## config.mk

```make
export PLATFORM = sky130hd
export DESIGN_NAME = bounded_rng_top
export DESIGN_NICKNAME = d
export VERILOG_FILES = /design/src/hw/lfsr_pkg.sv /design/src/hw/range_pkg.sv /design/src/hw/bounded_rng_top.sv /design/src/hw/delivery_stage.sv /design/src/hw/lfsr_gen_stage.sv /design/src/hw/modulo_stage.sv
export SDC_FILE = /design/constraint.sdc
export NUM_CORES = 1
export LEC_CHECK = 0
export BUFFER_PORTS_ARGS = -buffer_cell sky130_fd_sc_hd__buf_4
export CAP_MARGIN = 10
export CORE_AREA = 4 4 186 134
export DETAILED_ROUTE_END_ITERATION = 16
export DIE_AREA = 0 0 190 138
export PLACE_DENSITY = 0.71
export SYNTH_ARGS = -nofsm -noshare
export SYNTH_HDL_FRONTEND = slang
export SYNTH_SLANG_ARGS = --single-unit
```

## constraint.sdc

```tcl
create_clock -name in_clock -period 6.9 [get_ports in_clock]
set_clock_uncertainty 0.1 [all_clocks]
set_input_delay 1.035 -clock in_clock [delete_from_list [all_inputs] [get_ports in_clock]]
set_output_delay 1.035 -clock in_clock [all_outputs]
set_load 0.02 [all_outputs]
```

## src/hw/lfsr_pkg.sv

```systemverilog
`default_nettype none

// lfsr word definitions shared by the generator and its reference model
package lfsr_pkg;

        // one width only
        localparam int lfsr_width = 32;

        // lfsr state and raw word
        typedef logic [lfsr_width-1:0] lfsr_word_t;

        // feedback taps as a mask, bits 31, 21, 1 and 0
        // feedback is the xor of the masked bits, shifted in at bit 0
        localparam lfsr_word_t lfsr_taps = 32'h8020_0003;

        // an all-zero state never leaves zero
        // so a zero seed is swapped for this value
        localparam lfsr_word_t zero_seed_value = 32'h0000_0001;

endpackage

`default_nettype wire

```

## src/hw/range_pkg.sv

```systemverilog
`default_nettype none

// bound, span and remainder definitions for the range reduction
package range_pkg;

        // signed bounds and delivered values
        localparam int bound_width = 16;

        // span is max - min + 1, up to 65536, one bit wider than a bound
        localparam int span_width = bound_width + 1;

        // remainder is always below the span
        localparam int remainder_width = span_width;

        // range_min, range_max and out_value
        typedef logic signed [bound_width-1:0] bound_t;

        // unsigned span, zero marks a bad range
        typedef logic [span_width-1:0] span_t;

        // result of raw word modulo span
        typedef logic [remainder_width-1:0] remainder_t;

endpackage

`default_nettype wire

```

## src/hw/bounded_rng_top.sv

```systemverilog
`timescale 1ns/1ps
`default_nettype none

// bounded random number source
// generation, modulo and delivery chained by valid/ready links
module bounded_rng_top (
        input  wire logic                  in_clock,
        input  wire logic                  in_reset,
        input  wire lfsr_pkg::lfsr_word_t  seed,
        input  wire logic                  gen_enable,
        input  wire range_pkg::bound_t     range_min,
        input  wire range_pkg::bound_t     range_max,
        output logic                       out_req,
        input  wire logic                  out_ack,
        output range_pkg::bound_t          out_value,
        output logic                       out_range_error
);

        // generation to modulo
        logic                  gen_valid;
        logic                  gen_ready;
        lfsr_pkg::lfsr_word_t  gen_raw;
        range_pkg::bound_t     gen_min;
        range_pkg::span_t      gen_span;

        // modulo to delivery
        logic                  mod_valid;
        logic                  mod_ready;
        range_pkg::bound_t     mod_value;
        logic                  mod_range_error;

        lfsr_gen_stage u_gen (
                .in_clock   (in_clock),
                .in_reset   (in_reset),
                .seed       (seed),
                .gen_enable (gen_enable),
                .range_min  (range_min),
                .range_max  (range_max),
                .gen_valid  (gen_valid),
                .gen_ready  (gen_ready),
                .gen_raw    (gen_raw),
                .gen_min    (gen_min),
                .gen_span   (gen_span)
        );

        modulo_stage u_mod (
                .in_clock        (in_clock),
                .in_reset        (in_reset),
                .gen_valid       (gen_valid),
                .gen_ready       (gen_ready),
                .gen_raw         (gen_raw),
                .gen_min         (gen_min),
                .gen_span        (gen_span),
                .mod_valid       (mod_valid),
                .mod_ready       (mod_ready),
                .mod_value       (mod_value),
                .mod_range_error (mod_range_error)
        );

        delivery_stage u_dlv (
                .in_clock        (in_clock),
                .in_reset        (in_reset),
                .mod_valid       (mod_valid),
                .mod_ready       (mod_ready),
                .mod_value       (mod_value),
                .mod_range_error (mod_range_error),
                .out_req         (out_req),
                .out_ack         (out_ack),
                .out_value       (out_value),
                .out_range_error (out_range_error)
        );

endmodule

`default_nettype wire

```

## src/hw/delivery_stage.sv

```systemverilog
`timescale 1ns/1ps
`default_nettype none

// delivery stage
// holds one result and hands it out over the four-phase consumer port
module delivery_stage (
        input  wire logic               in_clock,
        input  wire logic               in_reset,
        input  wire logic               mod_valid,
        output logic                    mod_ready,
        input  wire range_pkg::bound_t  mod_value,
        input  wire logic               mod_range_error,
        output logic                    out_req,
        input  wire logic               out_ack,
        output range_pkg::bound_t       out_value,
        output logic                    out_range_error
);

        typedef enum logic [1:0] {
                empty,
                request,
                wait_release,
                done
        } dlv_state_t;

        dlv_state_t state;

        // holder is free before the first item and after a full handshake
        assign mod_ready = (state == empty) || (state == done);

        // req is high only while waiting for ack
        assign out_req = (state == request);

        always_ff @(posedge in_clock) begin
                if (in_reset) begin
                        state <= empty;
                end else begin
                        case (state)
                                empty, done: begin
                                        if (mod_valid) begin
                                                state <= request;
                                        end else begin
                                                state <= empty;
                                        end
                                end
                                request: begin
                                        // ack seen, req drops next cycle
                                        if (out_ack) begin
                                                state <= wait_release;
                                        end
                                end
                                wait_release: begin
                                        // consumer released ack
                                        if (!out_ack) begin
                                                state <= done;
                                        end
                                end
                                default: begin
                                        state <= empty;
                                end
                        endcase
                end
        end

        // result stays put from the transfer until the holder is free again
        always_ff @(posedge in_clock) begin
                if (mod_ready && mod_valid) begin
                        out_value       <= mod_value;
                        out_range_error <= mod_range_error;
                end
        end

endmodule

`default_nettype wire

```

## src/hw/lfsr_gen_stage.sv

```systemverilog
`timescale 1ns/1ps
`default_nettype none

// generation stage
// steps the lfsr once per item and captures the bounds with it
module lfsr_gen_stage (
        input  wire logic                  in_clock,
        input  wire logic                  in_reset,
        input  wire lfsr_pkg::lfsr_word_t  seed,
        input  wire logic                  gen_enable,
        input  wire range_pkg::bound_t     range_min,
        input  wire range_pkg::bound_t     range_max,
        output logic                       gen_valid,
        input  wire logic                  gen_ready,
        output lfsr_pkg::lfsr_word_t       gen_raw,
        output range_pkg::bound_t          gen_min,
        output range_pkg::span_t           gen_span
);

        lfsr_pkg::lfsr_word_t lfsr_state;
        lfsr_pkg::lfsr_word_t lfsr_next;
        logic                 feedback;
        logic                 step;

        // max - min needs one more bit than the span to keep the sign
        logic signed [range_pkg::span_width:0] range_diff;
        range_pkg::span_t                      step_span;

        // xor of the tapped bits
        assign feedback = ^(lfsr_state & lfsr_pkg::lfsr_taps);

        // shift left, feedback enters at bit 0
        assign lfsr_next = {lfsr_state[lfsr_pkg::lfsr_width-2:0], feedback};

        // step only when the slot is free or being taken this cycle
        assign step = gen_enable && (!gen_valid || gen_ready);

        // sign extend both bounds before subtracting
        assign range_diff = (range_pkg::span_width + 1)'(range_max)
                          - (range_pkg::span_width + 1)'(range_min);

        // negative difference means min > max, pass span zero
        assign step_span = range_diff[range_pkg::span_width]
                         ? '0 : range_pkg::span_t'(range_diff + 1);

        // lfsr state and slot valid
        always_ff @(posedge in_clock) begin
                if (in_reset) begin
                        // seed sampled on every reset cycle
                        lfsr_state <= (seed == '0) ? lfsr_pkg::zero_seed_value : seed;
                        gen_valid  <= 1'b0;
                end else if (step) begin
                        lfsr_state <= lfsr_next;
                        gen_valid  <= 1'b1;
                end else if (gen_ready) begin
                        // slot drained with nothing new behind it
                        gen_valid <= 1'b0;
                end
        end

        // slot payload, written only on a step
        always_ff @(posedge in_clock) begin
                if (!in_reset && step) begin
                        gen_raw  <= lfsr_next;
                        gen_min  <= range_min;
                        gen_span <= step_span;
                end
        end

endmodule

`default_nettype wire

```

## src/hw/modulo_stage.sv

```systemverilog
`timescale 1ns/1ps
`default_nettype none

// modulo stage
// restoring remainder of the unsigned raw word by the span, two bits per cycle
module modulo_stage (
        input  wire logic                  in_clock,
        input  wire logic                  in_reset,
        input  wire logic                  gen_valid,
        output logic                       gen_ready,
        input  wire lfsr_pkg::lfsr_word_t  gen_raw,
        input  wire range_pkg::bound_t     gen_min,
        input  wire range_pkg::span_t      gen_span,
        output logic                       mod_valid,
        input  wire logic                  mod_ready,
        output range_pkg::bound_t          mod_value,
        output logic                       mod_range_error
);

        typedef enum logic [1:0] {
                idle,
                iterate,
                finish,
                hold
        } mod_state_t;

        mod_state_t state;

        // raw word padded with two zero bits, 17 passes of two bits each
        logic [lfsr_pkg::lfsr_width+1:0] dividend_q;
        range_pkg::remainder_t           rem_q;
        range_pkg::remainder_t           rem_mid;
        range_pkg::remainder_t           rem_next;
        range_pkg::bound_t               min_q;
        range_pkg::span_t                span_q;
        logic [4:0]                      iter_left;

        // one restoring step: shift in a bit, subtract when it fits
        function automatic range_pkg::remainder_t rem_step(
                input range_pkg::remainder_t part,
                input logic                  din,
                input range_pkg::span_t      divisor);
                logic [range_pkg::remainder_width:0] shifted;
                shifted = {part, din};
                if (shifted >= {1'b0, divisor}) begin
                        shifted = shifted - {1'b0, divisor};
                end
                // result is below the divisor, top bit is clear
                return range_pkg::remainder_t'(shifted);
        endfunction

        // upper bit first, then the lower one
        assign rem_mid  = rem_step(rem_q, dividend_q[lfsr_pkg::lfsr_width+1], span_q);
        assign rem_next = rem_step(rem_mid, dividend_q[lfsr_pkg::lfsr_width], span_q);

        assign gen_ready = (state == idle);

        // control
        always_ff @(posedge in_clock) begin
                if (in_reset) begin
                        state     <= idle;
                        mod_valid <= 1'b0;
                end else begin
                        case (state)
                                idle: begin
                                        if (gen_valid) begin
                                                state <= iterate;
                                        end
                                end
                                iterate: begin
                                        if (iter_left == '0) begin
                                                state <= finish;
                                        end
                                end
                                finish: begin
                                        state     <= hold;
                                        mod_valid <= 1'b1;
                                end
                                hold: begin
                                        if (mod_ready) begin
                                                state     <= idle;
                                                mod_valid <= 1'b0;
                                        end
                                end
                                default: begin
                                        state <= idle;
                                end
                        endcase
                end
        end

        // datapath
        always_ff @(posedge in_clock) begin
                if (state == idle && gen_valid) begin
                        dividend_q <= {2'b00, gen_raw};
                        rem_q      <= '0;
                        min_q      <= gen_min;
                        span_q     <= gen_span;
                        // counts 16 down to 0, one pass per count
                        iter_left  <= 5'(lfsr_pkg::lfsr_width / 2);
                end
                if (state == iterate) begin
                        rem_q      <= rem_next;
                        dividend_q <= dividend_q << 2;
                        iter_left  <= iter_left - 5'd1;
                end
                if (state == finish) begin
                        // zero span is a bad range, report min
                        mod_range_error <= (span_q == '0);
                        if (span_q == '0) begin
                                mod_value <= min_q;
                        end else begin
                                // remainder <= max - min, sum stays in range
                                mod_value <= min_q + range_pkg::bound_t'(rem_q);
                        end
                end
        end

endmodule

`default_nettype wire

```

## Word-level counts from Yosys, hierarchy flattened

Index checks and enable logic that the tools add are counted.

- Reductions and logical operators: 22
- Eq/ne operators: 11
- Add/subtract/negate cells: 6
- Mux-type cells: 24
- Magnitude comparators: 2

Operator list:

| kind | number |
|---|---|
| $mux W32 | 3 |
| $mux W17 | 4 |
| $mux W34 | 2 |
| $ge A18 B17 Y1 | 2 |
| $sub A17 B17 Y17 | 2 |
| $logic_not A32 Y1 | 1 |
| $reduce_xor A32 Y1 | 1 |
| $add A17 B2 Y17 const B | 1 |
| $logic_not A17 Y1 | 1 |
| $sub A16 B16 Y17 | 1 |
| $add A16 B16 Y16 | 1 |
| $mux W16 | 1 |
| $mux W2 | 5 |
| $mux W5 | 2 |
| $eq A2 B2 Y1 const B | 4 |
| $ne A2 B1 Y1 const B | 4 |
| $pmux W2 S4 | 1 |
| $reduce_bool A2 Y1 | 4 |
| $pmux W2 S3 | 1 |
| $logic_not A5 Y1 | 1 |
| $sub A5 B1 Y5 const B | 1 |
| $eq A2 B1 Y1 const B | 2 |
| $logic_and A1 B1 Y1 | 4 |
| $logic_not A2 Y1 | 2 |
| other kinds (8) | 14 |

- Flip-flop bits (word level): 226
- Output and inout bits: 18
- Bits of input ports: 68
- Logic and storage cells: 83

## Longest topological paths before layout

Gate-level depths: netlist of the first run.

- Depth after elaboration: 5
- Depth in mapped cells: 24
- Depth with buffers taken out: 21

## Hierarchy

A second synthesis of the first run with hierarchy kept.

- Cell total of the unflattened synthesis: 1,091
- Area total of the unflattened synthesis: 12,609.6 µm²

By module, submodules not included:

| module | cells an instance | instances | area each (µm²) | sequential area each (µm²) |
|---|---|---|---|---|
| modulo_stage | 689 | 1 | 6,984.2 | 3,223.1 |
| lfsr_gen_stage | 369 | 1 | 4,966.0 | 2,932.8 |
| delivery_stage | 33 | 1 | 659.4 | 550.5 |

## Worst setup path after synthesis of the first run

Ideal clock, no wire load.

- Path kind: reg-to-reg
- From: register u_mod.dividend_q[33] (netlist bit)
- To: register u_mod.rem_q[13] (data pin)
- Path buffers: 3
- Slack: 1,670 ps
- Period minus slack after synthesis: 5,230 ps
- Stages on the path, launching flop included: 25
- Arrival time: 4,874 ps
- Library setup time: 256 ps
- Data required time: 6,544 ps
- Cell sequence: edfxtp_1 inv_1 ha_1 inv_1 fa_1 a211o_1 a2111oi_4 o211ai_2 a41oi_4 o21ai_1 clkbuf_1 nor2_1 a21oi_1 fa_1 a21o_1 a221oi_1 o21bai_1 a31oi_1 nand2_1 o2111ai_1 o2111a_1 buf_6 buf_6 mux2i_1 nor2b_1

- Cells in the longest elaborated chain, start to end: 5
- Elaborated cells on any way between the ends: 7
- Classes of those cells: 2 x add/sub; 2 x order compare; 3 x mux

RTL lines:

| element | RTL line | RTL |
|---|---|---|
| start: declaration | modulo_stage.sv:30 | `logic [lfsr_pkg::lfsr_width+1:0] dividend_q;` |
| start signal: assignment | modulo_stage.sv:95 | `dividend_q <= {2'b00, gen_raw};` |
| start signal: assignment | modulo_stage.sv:104 | `dividend_q <= dividend_q << 2;` |
| $sub A17 B17 Y17 / $ge A18 B17 Y1 (equally long branches) | modulo_stage.sv:46, modulo_stage.sv:45 |  |
| $mux W17 (*) | modulo_stage.sv:45 | `if (shifted >= {1'b0, divisor}) begin` |
| $sub A17 B17 Y17 / $ge A18 B17 Y1 (equally long branches) | modulo_stage.sv:46, modulo_stage.sv:45 |  |
| $mux W17 (*) | modulo_stage.sv:45 |  |
| $mux W17 (*) | modulo_stage.sv:102 | `if (state == iterate) begin` |
| end signal: assignment | modulo_stage.sv:103 | `rem_q <= rem_next;` |
| end: declaration | modulo_stage.sv:31 | `range_pkg::remainder_t rem_q;` |

Every way passes the cells marked *; elsewhere a longest branch is shown, timed or not.
A chain may end at the register's enable or synchronous reset.

## Worst setup path after layout of the first run

- From: register u_mod.dividend_q[33] (netlist bit)
- To: register u_mod.rem_q[10] (data pin)

Same word-level chain as after synthesis.

==> impl_results.md, run 1 <==
- Cells on worst reg2reg path: 22
- CP arrival: ~6100 ps
- Main synth FF type: edfxtp_1
- Synthesis Warnings: 0
- Vias in the first global route: 7,628
- ANT cells: 0
- Clock Tree Buf Depth: 3
- Sequential area share after synthesis: 55.4%
- Final period util: around 86%
- GRT Residual Overflow: 0
- Critical Path End Type: flop
- Peak VDD IR: around 410 uV
- Critical path type: reg -> reg
- Post-Syn Area: 12,100 um^2
- Setup Fix Bufs, Post-CTS: 0
- Largest net degree at the start of global routing: just over 70
- Syn-to-layout area delta: 14.5%
- Synthesized net count: approximately 1,200
- Fmax: around 170 MHz
- Residual DRC: 0
- Total GRT Usage: between 10% and 20%
- Vias: around 8,000
- H-Tree Depth: 1
- # port buffers: 85
- Status: finished, final reports clean
- Crit path capture: u_mod.rem_q[10]
- Placer congestion estimate: about 0.93
- CP Launch Point: u_mod.dividend_q[33]
- Wire length per cell: approximately 17 um
- Switching power: about 2.7 mW
- Int Power: about 4.2 mW
- Post-synth ARST share: 0%
- Synth area leader: edfxtp_1
- Cell Rows: 47
- Initial antenna violation count: 0
- Fillers: between 1,500 and 2,000
- DRT Pass-1 Iters: 5
- Area of the multi-input gates: just over 5000 um^2
- Initial Utilization: between 50% and 60%
- Syn Inst Count: 1,026
- Worst setup SP type: flop
- Relative slew slack: ~26%
- Largest cells by area after synthesis: edfxtp_1 54%, ha_1 7.5%, mux2_2 3.7%
- Number of enable flip-flop cells after synthesis: ~220
- Number of hold buffers added after cts: 0
- Required time of the critical path: ~7100 ps
- Yosys reg bits: between 200 and 250
- Setup-failing EPs final: 0
- Critical R2R Launch: u_mod.dividend_q[33]
- CTS clk-pin slew, worst paths: about 60 ps
- Nets: ~1,300
- Finished layout cell area: 13,900 um^2
- Share of Yosys cell area claimed by the top area cell type: between 50% and 60%
- Unrepaired setup endpoints after global routing: no
- Fin crit period: 5960 ps
- Area of the die: 26,200 um^2
- ANT nets after route: 0
- Initial drt markers: 627
- CTS resizes: 0
- # IOs: 86
- Reg area: 6710 um^2
- CTS tree: built
- Switch share: ~39%
- Final Max Slew Viols: 0
- Hold WC Path Type: reg -> reg
- Worst slew pin tran: roughly 1100 ps
- Die W: around 190 um
- Total Neg Setup Slack: 0 ps
- Clock Latency Late Sink: 520 ps
- Hpwl dp: 18,700 um
- CTS Root Cell: clkbuf_16
- First-pass GRT wire length: 40,500 um
- Logic gate share of total power: about half
- RR Endpoint: u_mod.rem_q[10]
- Clk sinks: between 200 and 250
- Core Area: ~23,000 um^2
- Clock Power Share: a little under a fifth
- Critical path fanouts, max: 19
- Die H: about 140 um
- Pwr Total: between 6 and 7 mW
- DP Area: approximately 13,000 um^2
- R2r setup slk: 940 ps
- # Max-Cap Violations: 0
- Count of cell types in the netlist: 66
- Sequential power share: 32.2%
- Most common cell in the netlist: edfxtp_1
- Fin. Hold Viols: 0
- Final wirelength: about 25,000 um
- Static Leak: ~5.3 nW
- Syn_area_per_cell: around 12 um^2
- Cell Pwr Density: between 400 and 500 nW/um^2
- Vias per cell: approximately 5.5
- Synth top cells by count: 218 x edfxtp_1, 95 x nand2_1, 73 x ha_1, 69 x inv_1, 64 x nor2_1
- CTS Buf Count: 23
- Layout cells sized above 1: ~16%
## layout make-up
cell class,instances,area share (%)
clock buffers,30,4.34
flip-flops and latches,226,48.4
well taps,318,2.87
inverters,69,1.87
clock inverters,12,1.11
repair buffers,93,5.04
multi-input cells,705,36.4
## metrics by stage
stage | std cells | util [%] | hold WS (ps) | setup slack, ps
floorplan | 1026 | - | 300 | 1670
global placement | 1411 | 56.4 | 302 | 1210
detailed placement | 1411 | 56.4 | 305 | 1050
CTS | 1453 | 59.6 | 318 | 993
global route | 1453 | 59.6 | 326 | 603
finish | 1453 | 59.6 | 317 | 940
## routing by layer
| metal | vias up | global-route usage [%] | part of all wire, % |
|---|---|---|---|
| li1 | 3983 | - | - |
| met1 | 3811 | 31.3 | 52 |
| met2 | 186 | 27.0 | 41 |
| met3 | 39 | 2.67 | 5.1 |
| met4 | 0 | 4.41 | 2.1 |
| met5 | - | 0 | 0 |
## logic make-up (layout without fill, tap and decap cells)
logic type                 after synthesis  count (layout)  share of synthesized area [%]
adders and majority gates               77              77                           8.21
AOI/OAI and AO/OA                      212             212                           11.7
buffers and inverters                   95             204                           3.14
and+or+nand+nor                        294             294                           11.7
DFF                                    226             226                           55.4
muxes                                   59              59                           5.29
xor gates and xnor gates                63              63                           4.56
## placed cells by master (no fill, tap or decap), types with 12 or more instances in the layout
cell type,n
a21o_1,15
a21oi_1,47
buf_4,93
clkbuf_16,23
edfxtp_1,218
ha_1,72
inv_1,69
mux2_2,40
mux2i_1,19
nand2_1,95
nand3_1,15
nor2_1,62
nor2b_1,24
nor3_1,21
nor4_1,15
o21a_1,12
o21ai_0,62
xnor2_1,40
xor2_1,23
## flip-flops by register name, summed over array words and instances, names as in the netlist
| signal | flops |
|---|---|
| u_mod.rem_q | 17 |
| u_mod.mod_value | 16 |
| u_dlv.state | 2 |
| u_gen.gen_min | 16 |
| u_gen.gen_valid | 1 |
| u_mod.dividend_q | 34 |
| u_gen.lfsr_state | 32 |
| u_mod.iter_left | 5 |
| u_mod.min_q | 16 |
| u_gen.gen_raw | 32 |
| u_mod.span_q | 17 |
| u_mod.mod_range_error | 1 |
| u_dlv.out_range_error | 1 |
| u_dlv.out_value | 16 |
| u_gen.gen_span | 17 |
| u_mod.mod_valid | 1 |
| u_mod.state | 2 |
## critical path, stage by stage, from the launching register on
cell,delay [ps]
edfxtp_1,400
inv_1,70
ha_1,150
inv_1,60
fa_1,440
a211o_1,340
a2111oi_4,410
o211ai_2,190
a41oi_4,270
o21ai_1,360
buf_4,310
a21oi_1,180
ha_1,320
and3_1,210
a221oi_1,390
o21bai_1,200
a31oi_1,260
nand2_1,100
o2111ai_1,110
o2111a_1,190
buf_4,320
mux2i_1,240
nor2b_1,70
## power groups by stage
| stage | clock [mW] | sequential, mW | combinational [mW] |
|---|---|---|---|
| floorplan | 0 | 2.18 | 2.68 |
| global placement | 0 | 2.23 | 3.36 |
| detailed placement | 0 | 2.24 | 3.38 |
| CTS | 1.28 | 2.21 | 3.40 |
| global route | 1.34 | 2.24 | 3.80 |
| finish | 1.25 | 2.21 | 3.42 |
## worst min-delay path by stage
stage | cells after the start | end | startpoint
6_report | 0 | u_dlv.out_value[12] | u_mod.mod_value[12]
5_1_grt | 0 | u_mod.span_q[3] | u_gen.gen_span[3]
4_1_cts | 0 | u_dlv.out_value[12] | u_mod.mod_value[12]
3_5_place_dp | 0 | u_dlv.out_value[12] | u_mod.mod_value[12]
3_3_place_gp | 0 | u_dlv.out_value[9] | u_mod.mod_value[9]
2_1_floorplan | 0 | u_dlv.out_range_error | u_mod.mod_range_error
(Power assumes the default switching activity.)
==> run 2, diff against run 1 <==
--- a/config.mk
+++ b/config.mk
@@ -7,9 +7,9 @@
 export LEC_CHECK = 0
 export BUFFER_PORTS_ARGS = -buffer_cell sky130_fd_sc_hd__buf_4
 export CAP_MARGIN = 10
-export CORE_AREA = 4 4 186 134
+export CORE_AREA = 2 2 184 132
 export DETAILED_ROUTE_END_ITERATION = 16
-export DIE_AREA = 0 0 190 138
+export DIE_AREA = 0 0 186 134
 export PLACE_DENSITY = 0.71
 export SYNTH_ARGS = -nofsm -noshare
 export SYNTH_HDL_FRONTEND = slang
==> constraint.sdc (replaced) <==
create_clock -name in_clock -period 6.9 [get_ports in_clock]
set_clock_uncertainty 0.1 [all_clocks]
set_input_delay 1.38 -clock in_clock [delete_from_list [all_inputs] [get_ports in_clock]]
set_output_delay 1.38 -clock in_clock [all_outputs]
set_load 0.02 [all_outputs]
==> impl_results.md, run 2 (synthesis results as in run 1) <==
- Pwr Total: 6.83 mW (was 6.88 mW)
- Most flops, register: u_mod.dividend_q (unchanged)
- Largest register FFs: 34 (unchanged)
- Final Max Slew Viols: 0 (unchanged)
- Post-Layout Cell Count: 1,453 (unchanged)
- Cell Rows: 47 (unchanged)
- Die H: 134 um (was 138 um)
- Switch share: 39.4% (was 38.7%)
- Most common cell after layout, fill and taps aside: edfxtp_1 (unchanged)
- Required time of the critical path: 7070 ps (about the same)
- Residual DRC: 0 (unchanged)
- Worst Min Path Start: u_gen.gen_span[1] (was u_mod.mod_value[12])
- Syn-to-layout area delta: 14.1% (was 14.5%)
- # IOs: 86 (unchanged)
- ANT cells: 0 (unchanged)
- CTS Root Cell: clkbuf_16 (unchanged)
- CTS resizes: 0 (unchanged)
- DRT Pass-1 Iters: 6 (was 5)
- Switching power: 2.69 mW (was 2.67 mW)
- Cell Pwr Density: 494 nW/um^2 (was 496 nW/um^2)
- Area of the die: 24,900 um^2 (was 26,200 um^2)
- Vias: 8,024 (was 8,019)
- Final worst slack: 888 ps (was 940 ps)
- Core Area: 23,200 um^2 (unchanged)
- Largest net degree at the start of global routing: 89 (was 71)
- GRT Residual Overflow: 0 (unchanged)
- Placed instance count: 1,411 (unchanged)
- Placer congestion estimate: 0.946 (was 0.931)
- Total GRT Usage: 20.8% (was 19.1%)
- Largest registers: u_mod.dividend_q: 34 flops, u_gen.gen_raw: 32 flops, u_gen.lfsr_state: 32 flops (unchanged)
- Hpwl dp: 18,300 um (was 18,700 um)
- # port buffers: 85 (unchanged)
- Final wirelength: 25,000 um (was 25,400 um)
- Crit path cell chain: inv_1 -> ha_1 -> inv_1 -> fa_1 -> a211o_1 -> a2111oi_4 -> o211ai_2 -> a41oi_4 -> o21a_1 -> mux2_2 -> ha_1 -> a21o_1 -> a221oi_1 -> o21bai_1 -> a31oi_1 -> nand2_1 -> o2111ai_1 -> o2111a_1 -> buf_4 -> mux2i_1 -> nor2b_1 (was inv_1 -> ha_1 -> inv_1 -> fa_1 -> a211o_1 -> a2111oi_4 -> o211ai_2 -> a41oi_4 -> o21ai_1 -> buf_4 -> a21oi_1 -> ha_1 -> and3_1 -> a221oi_1 -> o21bai_1 -> a31oi_1 -> nand2_1 -> o2111ai_1 -> o2111a_1 -> buf_4 -> mux2i_1 -> nor2b_1)
- DP Area: 13,100 um^2 (unchanged)
- Setup-failing EPs final: 0 (unchanged)
- CTS tree: built (unchanged)
- Vias per cell: 5.52 (about the same)
- Wire length per cell: 17.2 um (was 17.5 um)
- First-pass GRT wire length: 40,600 um (was 40,500 um)
- ANT nets after route: 0 (unchanged)
- Clock Latency Late Sink: 530 ps (was 520 ps)
- Final period util: 87.1% (was 86.4%)
- Setup WS pre-CTS: 999 ps (was 1050 ps)
- H-Tree Depth: 1 (unchanged)
- Largest stage delay, worst path: 440 ps (about the same)
- Setup Fix Bufs, Post-CTS: 0 (unchanged)
- Clk sinks: 226 (unchanged)
- Peak VDD IR: 317 uV (was 415 uV)
- Worst setup SP type: flop (unchanged)
- Finished layout cell area: 13,800 um^2 (was 13,900 um^2)
- Layout cells sized above 1: 15.7% (unchanged)
- Nets: 1,263 (unchanged)
- Initial drt markers: 720 (was 627)
- Worst slew pin tran: 1040 ps (was 1100 ps)
- Most frequent cells in the layout: 218 x edfxtp_1, 95 x nand2_1, 93 x buf_4, 72 x ha_1, 69 x inv_1 (unchanged)
- Initial Utilization: 52.1% (unchanged)
- Clock Power Share: 17.4% (was 18.1%)
- Fillers: 1,869 (was 1,894)
- Critical path type: reg -> reg (unchanged)
- Total Neg Setup Slack: 0 ps (unchanged)
- Fin crit period: 6010 ps (was 5960 ps)
- Number of hold buffers added after cts: 0 (unchanged)
- Slowest-stage cell, CP: fa_1 (unchanged)
- Sequential power share: 32.3% (was 32.2%)
- Clock Tree Buf Depth: 3 (unchanged)
- Fmax: 166 MHz (was 168 MHz)
- Initial antenna violation count: 0 (unchanged)
- Static Leak: 5.24 nW (was 5.26 nW)
- CTS clk-pin slew, worst paths: 70 ps (was 60 ps)
- Int Power: 4.13 mW (was 4.21 mW)
- Logic gate share of total power: 50.3% (was 49.7%)
- Die W: 186 um (was 190 um)
- CP arrival: 6190 ps (was 6130 ps)
- Critical Path End Type: flop (unchanged)
- Critical R2R Launch: u_mod.dividend_q[33] (unchanged)
- Vias in the first global route: 7,571 (was 7,628)
- # Max-Cap Violations: 0 (unchanged)
- Relative slew slack: 30.2% (was 25.9%)
- Hold WC Path Type: reg -> reg (unchanged)
- Status: finished, final reports clean (unchanged)
- Unrepaired setup endpoints after global routing: no (unchanged)
- CP Launch Point: u_mod.dividend_q[33] (unchanged)
- Critical path fanouts, max: 16 (was 19)
- CTS Buf Count: 23 (unchanged)
- Fin. Hold Viols: 0 (unchanged)
==> run 2: changes by cell type in the layout (fill, tap and decap cells not counted), sizes merged <==
cell | before | now
bufinv | 3 | 1
clkinv | 5 | 11
clkbuf | 30 | 26
==> run 2: metrics by stage <==
| stage | hold slack [ps] | util [%] |
|---|---|---|
| final | 315 | 59.5 |
| after global routing | 325 | 59.5 |
| after CTS | 317 | 59.5 |
| after detailed placement | 305 | 56.4 |
| after global placement | 301 | 56.4 |
| after floorplan | 300 | - |
==> run 2: per-layer routing <==
metal  track usage (%)  part of all wire [%]  vias to the layer above
li1                  -                     -                     3982
met1              34.0                    52                     3807
met2              28.5                    40                      201
met3              4.02                   7.1                       34
met4              3.89                   1.4                        0
met5                 0                     0                        -
==> run 2: final timing paths <==
path,to,slack [ps],cells after the start
setup / recovery,u_mod.rem_q[3],890,21
hold / removal,u_mod.span_q[1],310,0
setup reg to reg,u_mod.rem_q[3],890,21
hold reg to reg,u_mod.span_q[1],310,0
==> run 2: layout make-up <==
class / count / area (um^2) / area share [%]
timing repair buffer: 93 / 698 / 5.06
clock buffer: 26 / 587 / 4.25
sequential: 226 / 6710 / 48.6
clock inverter: 16 / 126 / 0.915
multi-input combinational: 705 / 5040 / 36.5
inverter: 69 / 259 / 1.88
tap: 318 / 398 / 2.88
==> run 2: worst max-delay path: cells and delay by family (launching register included) <==
kind	cells	cell delay [ps]
flops	1	380
compound gates	11	3030
simple gates	2	170
fa+ha+maj	3	960
buf+inv	3	460
mux	2	640
==> run 2: power groups by stage <==
| stage | Clock, mW | Sequential [mW] | Combinational, mW |
|---|---|---|---|
| after floorplan | 0 | 2.18 | 2.68 |
| after global placement | 0 | 2.23 | 3.36 |
| after detailed placement | 0 | 2.23 | 3.39 |
| final | 1.19 | 2.21 | 3.43 |
| after CTS | 1.21 | 2.21 | 3.41 |
| after global routing | 1.26 | 2.24 | 3.82 |
==> run 3, diff against run 2 <==
--- a/config.mk
+++ b/config.mk
@@ -5,12 +5,13 @@
 export SDC_FILE = /design/constraint.sdc
 export NUM_CORES = 1
 export LEC_CHECK = 0
+export ABC_AREA = 1
 export BUFFER_PORTS_ARGS = -buffer_cell sky130_fd_sc_hd__buf_4
 export CAP_MARGIN = 10
 export CORE_AREA = 2 2 184 132
 export DETAILED_ROUTE_END_ITERATION = 16
 export DIE_AREA = 0 0 186 134
-export PLACE_DENSITY = 0.71
+export PLACE_DENSITY = 0.73
 export SYNTH_ARGS = -nofsm -noshare
 export SYNTH_HDL_FRONTEND = slang
 export SYNTH_SLANG_ARGS = --single-unit
==> impl_results.md, run 3 <==
- Status: finished, final reports clean (unchanged)
- Fin crit period: 5000 ps (was 6010 ps)
- R2r setup slk: 1900 ps (was 890 ps)
- Final period util: 72.4% (was 87.1%)
- Sequential power share: 31.4% (was 32.3%)
- Relative slew slack: 34.2% (was 30.2%)
- Static Leak: 6.27 nW (was 5.24 nW)
- Residual DRC: 0 (unchanged)
- Largest register FFs: 34 (unchanged)
- Layout cells sized above 1: 12.2% (was 15.7%)
- CTS clk-pin slew, worst paths: 60 ps (was 70 ps)
- Syn_area_per_cell: 9.22 um^2 (was 11.8 um^2)
- Most flops, register: u_mod.dividend_q (unchanged)
- Syn Inst Count: 1,367 (was 1,026)
- Vias in the first global route: 8,951 (was 7,571)
- Core Area: 23,200 um^2 (unchanged)
- Worst Hold Slack: 316 ps (was 315 ps)
- Total Neg Setup Slack: 0 ps (unchanged)
- # port buffers: 85 (unchanged)
- Post-Syn Area: 12,600 um^2 (was 12,100 um^2)
- Cells on worst reg2reg path: 27 (was 21)
- Post-Layout Cell Count: 1,793 (was 1,453)
- Switch share: 43.3% (was 39.4%)
- Switching power: 3.05 mW (was 2.69 mW)
- Syn-to-layout area delta: 14.0% (was 14.1%)
- First-pass GRT wire length: 47,300 um (was 40,600 um)
- WHS Endpoint: u_dlv.out_value[6] (was u_mod.span_q[1])
- Clock Latency Late Sink: 530 ps (about the same)
- Synth area leader: edfxtp_1 (unchanged)
- Die W: 186 um (unchanged)
- Cell Rows: 47 (unchanged)
- Largest registers: u_mod.dividend_q: 34 flops, u_gen.gen_raw: 32 flops, u_gen.lfsr_state: 32 flops (unchanged)
- Main synth FF type: edfxtp_1 (unchanged)
- Critical path type: reg -> reg (unchanged)
- Vias per cell: 5.33 (was 5.52)
- CTS resizes: 0 (unchanged)
- Fmax: 200 MHz (was 166 MHz)
- Synthesis Warnings: 0 (unchanged)
- ANT nets after route: 0 (unchanged)
- Sequential area share after synthesis: 53.2% (was 55.4%)
- CP arrival: 5180 ps (was 6190 ps)
- Initial antenna violation count: 0 (unchanged)
- DP Area: 13,600 um^2 (was 13,100 um^2)
- CTS tree: built (unchanged)
- Fin. Hold Viols: 0 (unchanged)
- Area of the die: 24,900 um^2 (unchanged)
- Most common cell in the netlist: nand2_1 (was edfxtp_1)
- Die H: 134 um (unchanged)
- Initial drt markers: 896 (was 720)
- Cell Pwr Density: 490 nW/um^2 (was 494 nW/um^2)
- Count of cell types in the netlist: 44 (was 66)
- Yosys reg bits: 226 (unchanged)
- Share of Yosys cell area claimed by the top area cell type: 52.0% (was 54.1%)
- DRT Pass-1 Iters: 5 (was 6)
- # IOs: 86 (unchanged)
- Total GRT Usage: 24.1% (was 20.8%)
- Largest net degree at the start of global routing: 49 (was 89)
- Logic gate share of total power: 50.1% (was 50.3%)
- Vias: 9,562 (was 8,024)
- Setup-failing EPs final: 0 (unchanged)
- Setup Fix Bufs, Post-CTS: 0 (unchanged)
- Wire length per cell: 16.3 um (was 17.2 um)
- H-Tree Depth: 1 (unchanged)
- Final Max Slew Viols: 0 (unchanged)
- Initial Utilization: 54.2% (was 52.1%)
- WL met3: 1750 um (was 1780 um)
- Top sig layer: met4 (unchanged)
- Metal-1 WL: 14,900 um (was 13,000 um)
- Finished layout cell area: 14,400 um^2 (was 13,800 um^2)
- Synthesized net count: 1,512 (was 1,171)
- Number of enable flip-flop cells after synthesis: 218 (unchanged)
- GRT Residual Overflow: 0 (unchanged)
- Fillers: 1,983 (was 1,869)
- Hold WC Path Type: reg -> reg (unchanged)
- CTS Buf Count: 24 (was 23)
- Metal2 WL: 12,000 um (was 9920 um)
- Number of hold buffers added after cts: 0 (unchanged)
- Worst setup SP type: flop (unchanged)
- Post-synth ARST share: 0% (unchanged)
- Placer congestion estimate: 0.964 (was 0.946)
- Final wirelength: 29,200 um (was 25,000 um)
- RR Endpoint: u_mod.rem_q[16] (was u_mod.rem_q[3])
- Worst slew pin tran: 987 ps (was 1040 ps)
- Clk sinks: 226 (unchanged)
- Critical Path End Type: flop (unchanged)
- Placed instance count: 1,749 (was 1,411)
- Critical path fanouts, max: 32 (was 16)
- # Max-Cap Violations: 0 (unchanged)
- ANT cells: 0 (unchanged)
- Most frequent cells in the layout: 408 x nand2_1, 218 x edfxtp_1, 149 x inv_1, 97 x nor2_1, 93 x buf_4 (was 218 x edfxtp_1, 95 x nand2_1, 93 x buf_4, 72 x ha_1, 69 x inv_1)
- Critical R2R Launch: u_mod.dividend_q[33] (unchanged)
- Nets: 1,602 (was 1,263)
- Synth top cells by count: 409 x nand2_1, 218 x edfxtp_1, 149 x inv_1, 98 x nor2_1, 88 x o21ai_0 (was 218 x edfxtp_1, 95 x nand2_1, 73 x ha_1, 69 x inv_1, 64 x nor2_1)
- Required time of the critical path: 7080 ps (was 7070 ps)
- Unrepaired setup endpoints after global routing: no (unchanged)
- CTS Root Cell: clkbuf_16 (unchanged)
- Hpwl dp: 21,600 um (was 18,300 um)
- Worst Min Path Start: u_mod.mod_value[6] (was u_gen.gen_span[1])
- Clock Tree Buf Depth: 3 (unchanged)
- Hold Path Stages: 0 (unchanged)
- Most common cell after layout, fill and taps aside: nand2_1 (was edfxtp_1)
- Peak VDD IR: 279 uV (was 317 uV)
- Largest cells by area after synthesis: edfxtp_1 52%, nand2_1 12%, ha_1 7.2% (was edfxtp_1 54%, ha_1 7.5%, mux2_2 3.7%)
- Clock Power Share: 18.5% (was 17.4%)
- Int Power: 3.99 mW (was 4.13 mW)
[run 3: changes by cell type after synthesis, moves of 13 or more]
cell / change
nand2_1: +314
inv_1: +80
mux2_2: -40
nor2_1: +34
nand3_1: +30
o21ai_0: +26
a21oi_1: +24
nor2b_1: -24
xnor2_1: -21
mux2i_1: -19
nand2_2: +19
nor3_1: -13
[run 3: power groups by stage]
stage	Clock, mW	Sequential [mW]	Combinational [mW]
2_1_floorplan	0	2.19	2.66
3_3_place_gp	0	2.23	3.43
3_5_place_dp	0	2.23	3.45
4_1_cts	1.33	2.21	3.47
5_1_grt	1.37	2.24	3.97
6_report	1.30	2.21	3.52
[run 3: logic make-up after synthesis]
group / count (synthesis) / share of synthesized area (%)
flip-flops: 226 / 53.2
buffers and inverters: 181 / 5.66
AO/OA/AOI/OAI: 201 / 8.49
AND/OR/NAND/NOR: 639 / 21.5
adder cells (fa/ha/maj): 77 / 7.88
XOR/XNOR: 43 / 3.20
[run 3: routing by layer]
metal  vias up  global-route usage (%)
met5         -                       0
met4         0                    5.47
met3        42                    3.23
met2       294                    33.9
met1      4443                    39.3
li1       4783                       -
[run 3: critical path, stage by stage, from the launching register on]
cell      delay (ps)
edfxtp_1         380
inv_1             60
ha_1             170
inv_1             80
fa_1             410
nand2_1          110
nand2_2           80
nand2_1           80
nand2_2           80
nand3_2           80
nand2_2           80
nand2_2          100
nand2_2          330
o21ai_1          320
inv_1             70
ha_1             330
a21oi_1          280
o21ai_0          150
a21oi_1          140
nand2_1          100
nand2_1           70
nand2_1           40
nand2_1           70
nand2_2           70
nor2_4           550
inv_1            220
nor2_1           150
nor2_1            50
[run 3: worst max-delay path by stage]
stage                     cells past startpoint               end                  from
after floorplan                               3  u_gen.gen_min[0]              in_reset
after global placement                       27   u_mod.rem_q[16]  u_mod.dividend_q[33]
after detailed placement                     27    u_mod.rem_q[1]  u_mod.dividend_q[33]
after CTS                                    27   u_mod.rem_q[16]  u_mod.dividend_q[33]
after global routing                         27   u_mod.rem_q[16]  u_mod.dividend_q[33]
final                                        27   u_mod.rem_q[16]  u_mod.dividend_q[33]
[run 3: metrics by stage]
| step | setup WS [ps] | utilization (%) | power [mW] |
|---|---|---|---|
| 3_5_place_dp | 2000 | 58.4 | 5.68 |
| 6_report | 1900 | 61.8 | 7.03 |
| 4_1_cts | 1990 | 61.8 | 7.00 |
| 2_1_floorplan | 1790 | - | 4.84 |
| 3_3_place_gp | 2100 | 58.4 | 5.65 |
| 5_1_grt | 1470 | 61.8 | 7.59 |
[run 3: cell type report]
cell class / count / area (um^2) / share of cell area (%)
Tap cell: 318 / 398 / 2.77
Sequential cell: 226 / 6710 / 46.7
Multi-Input combinational cell: 960 / 5190 / 36.1
Timing Repair Buffer: 93 / 698 / 4.86
Clock buffer: 27 / 612 / 4.26
Inverter: 152 / 571 / 3.97
Clock inverter: 17 / 186 / 1.30
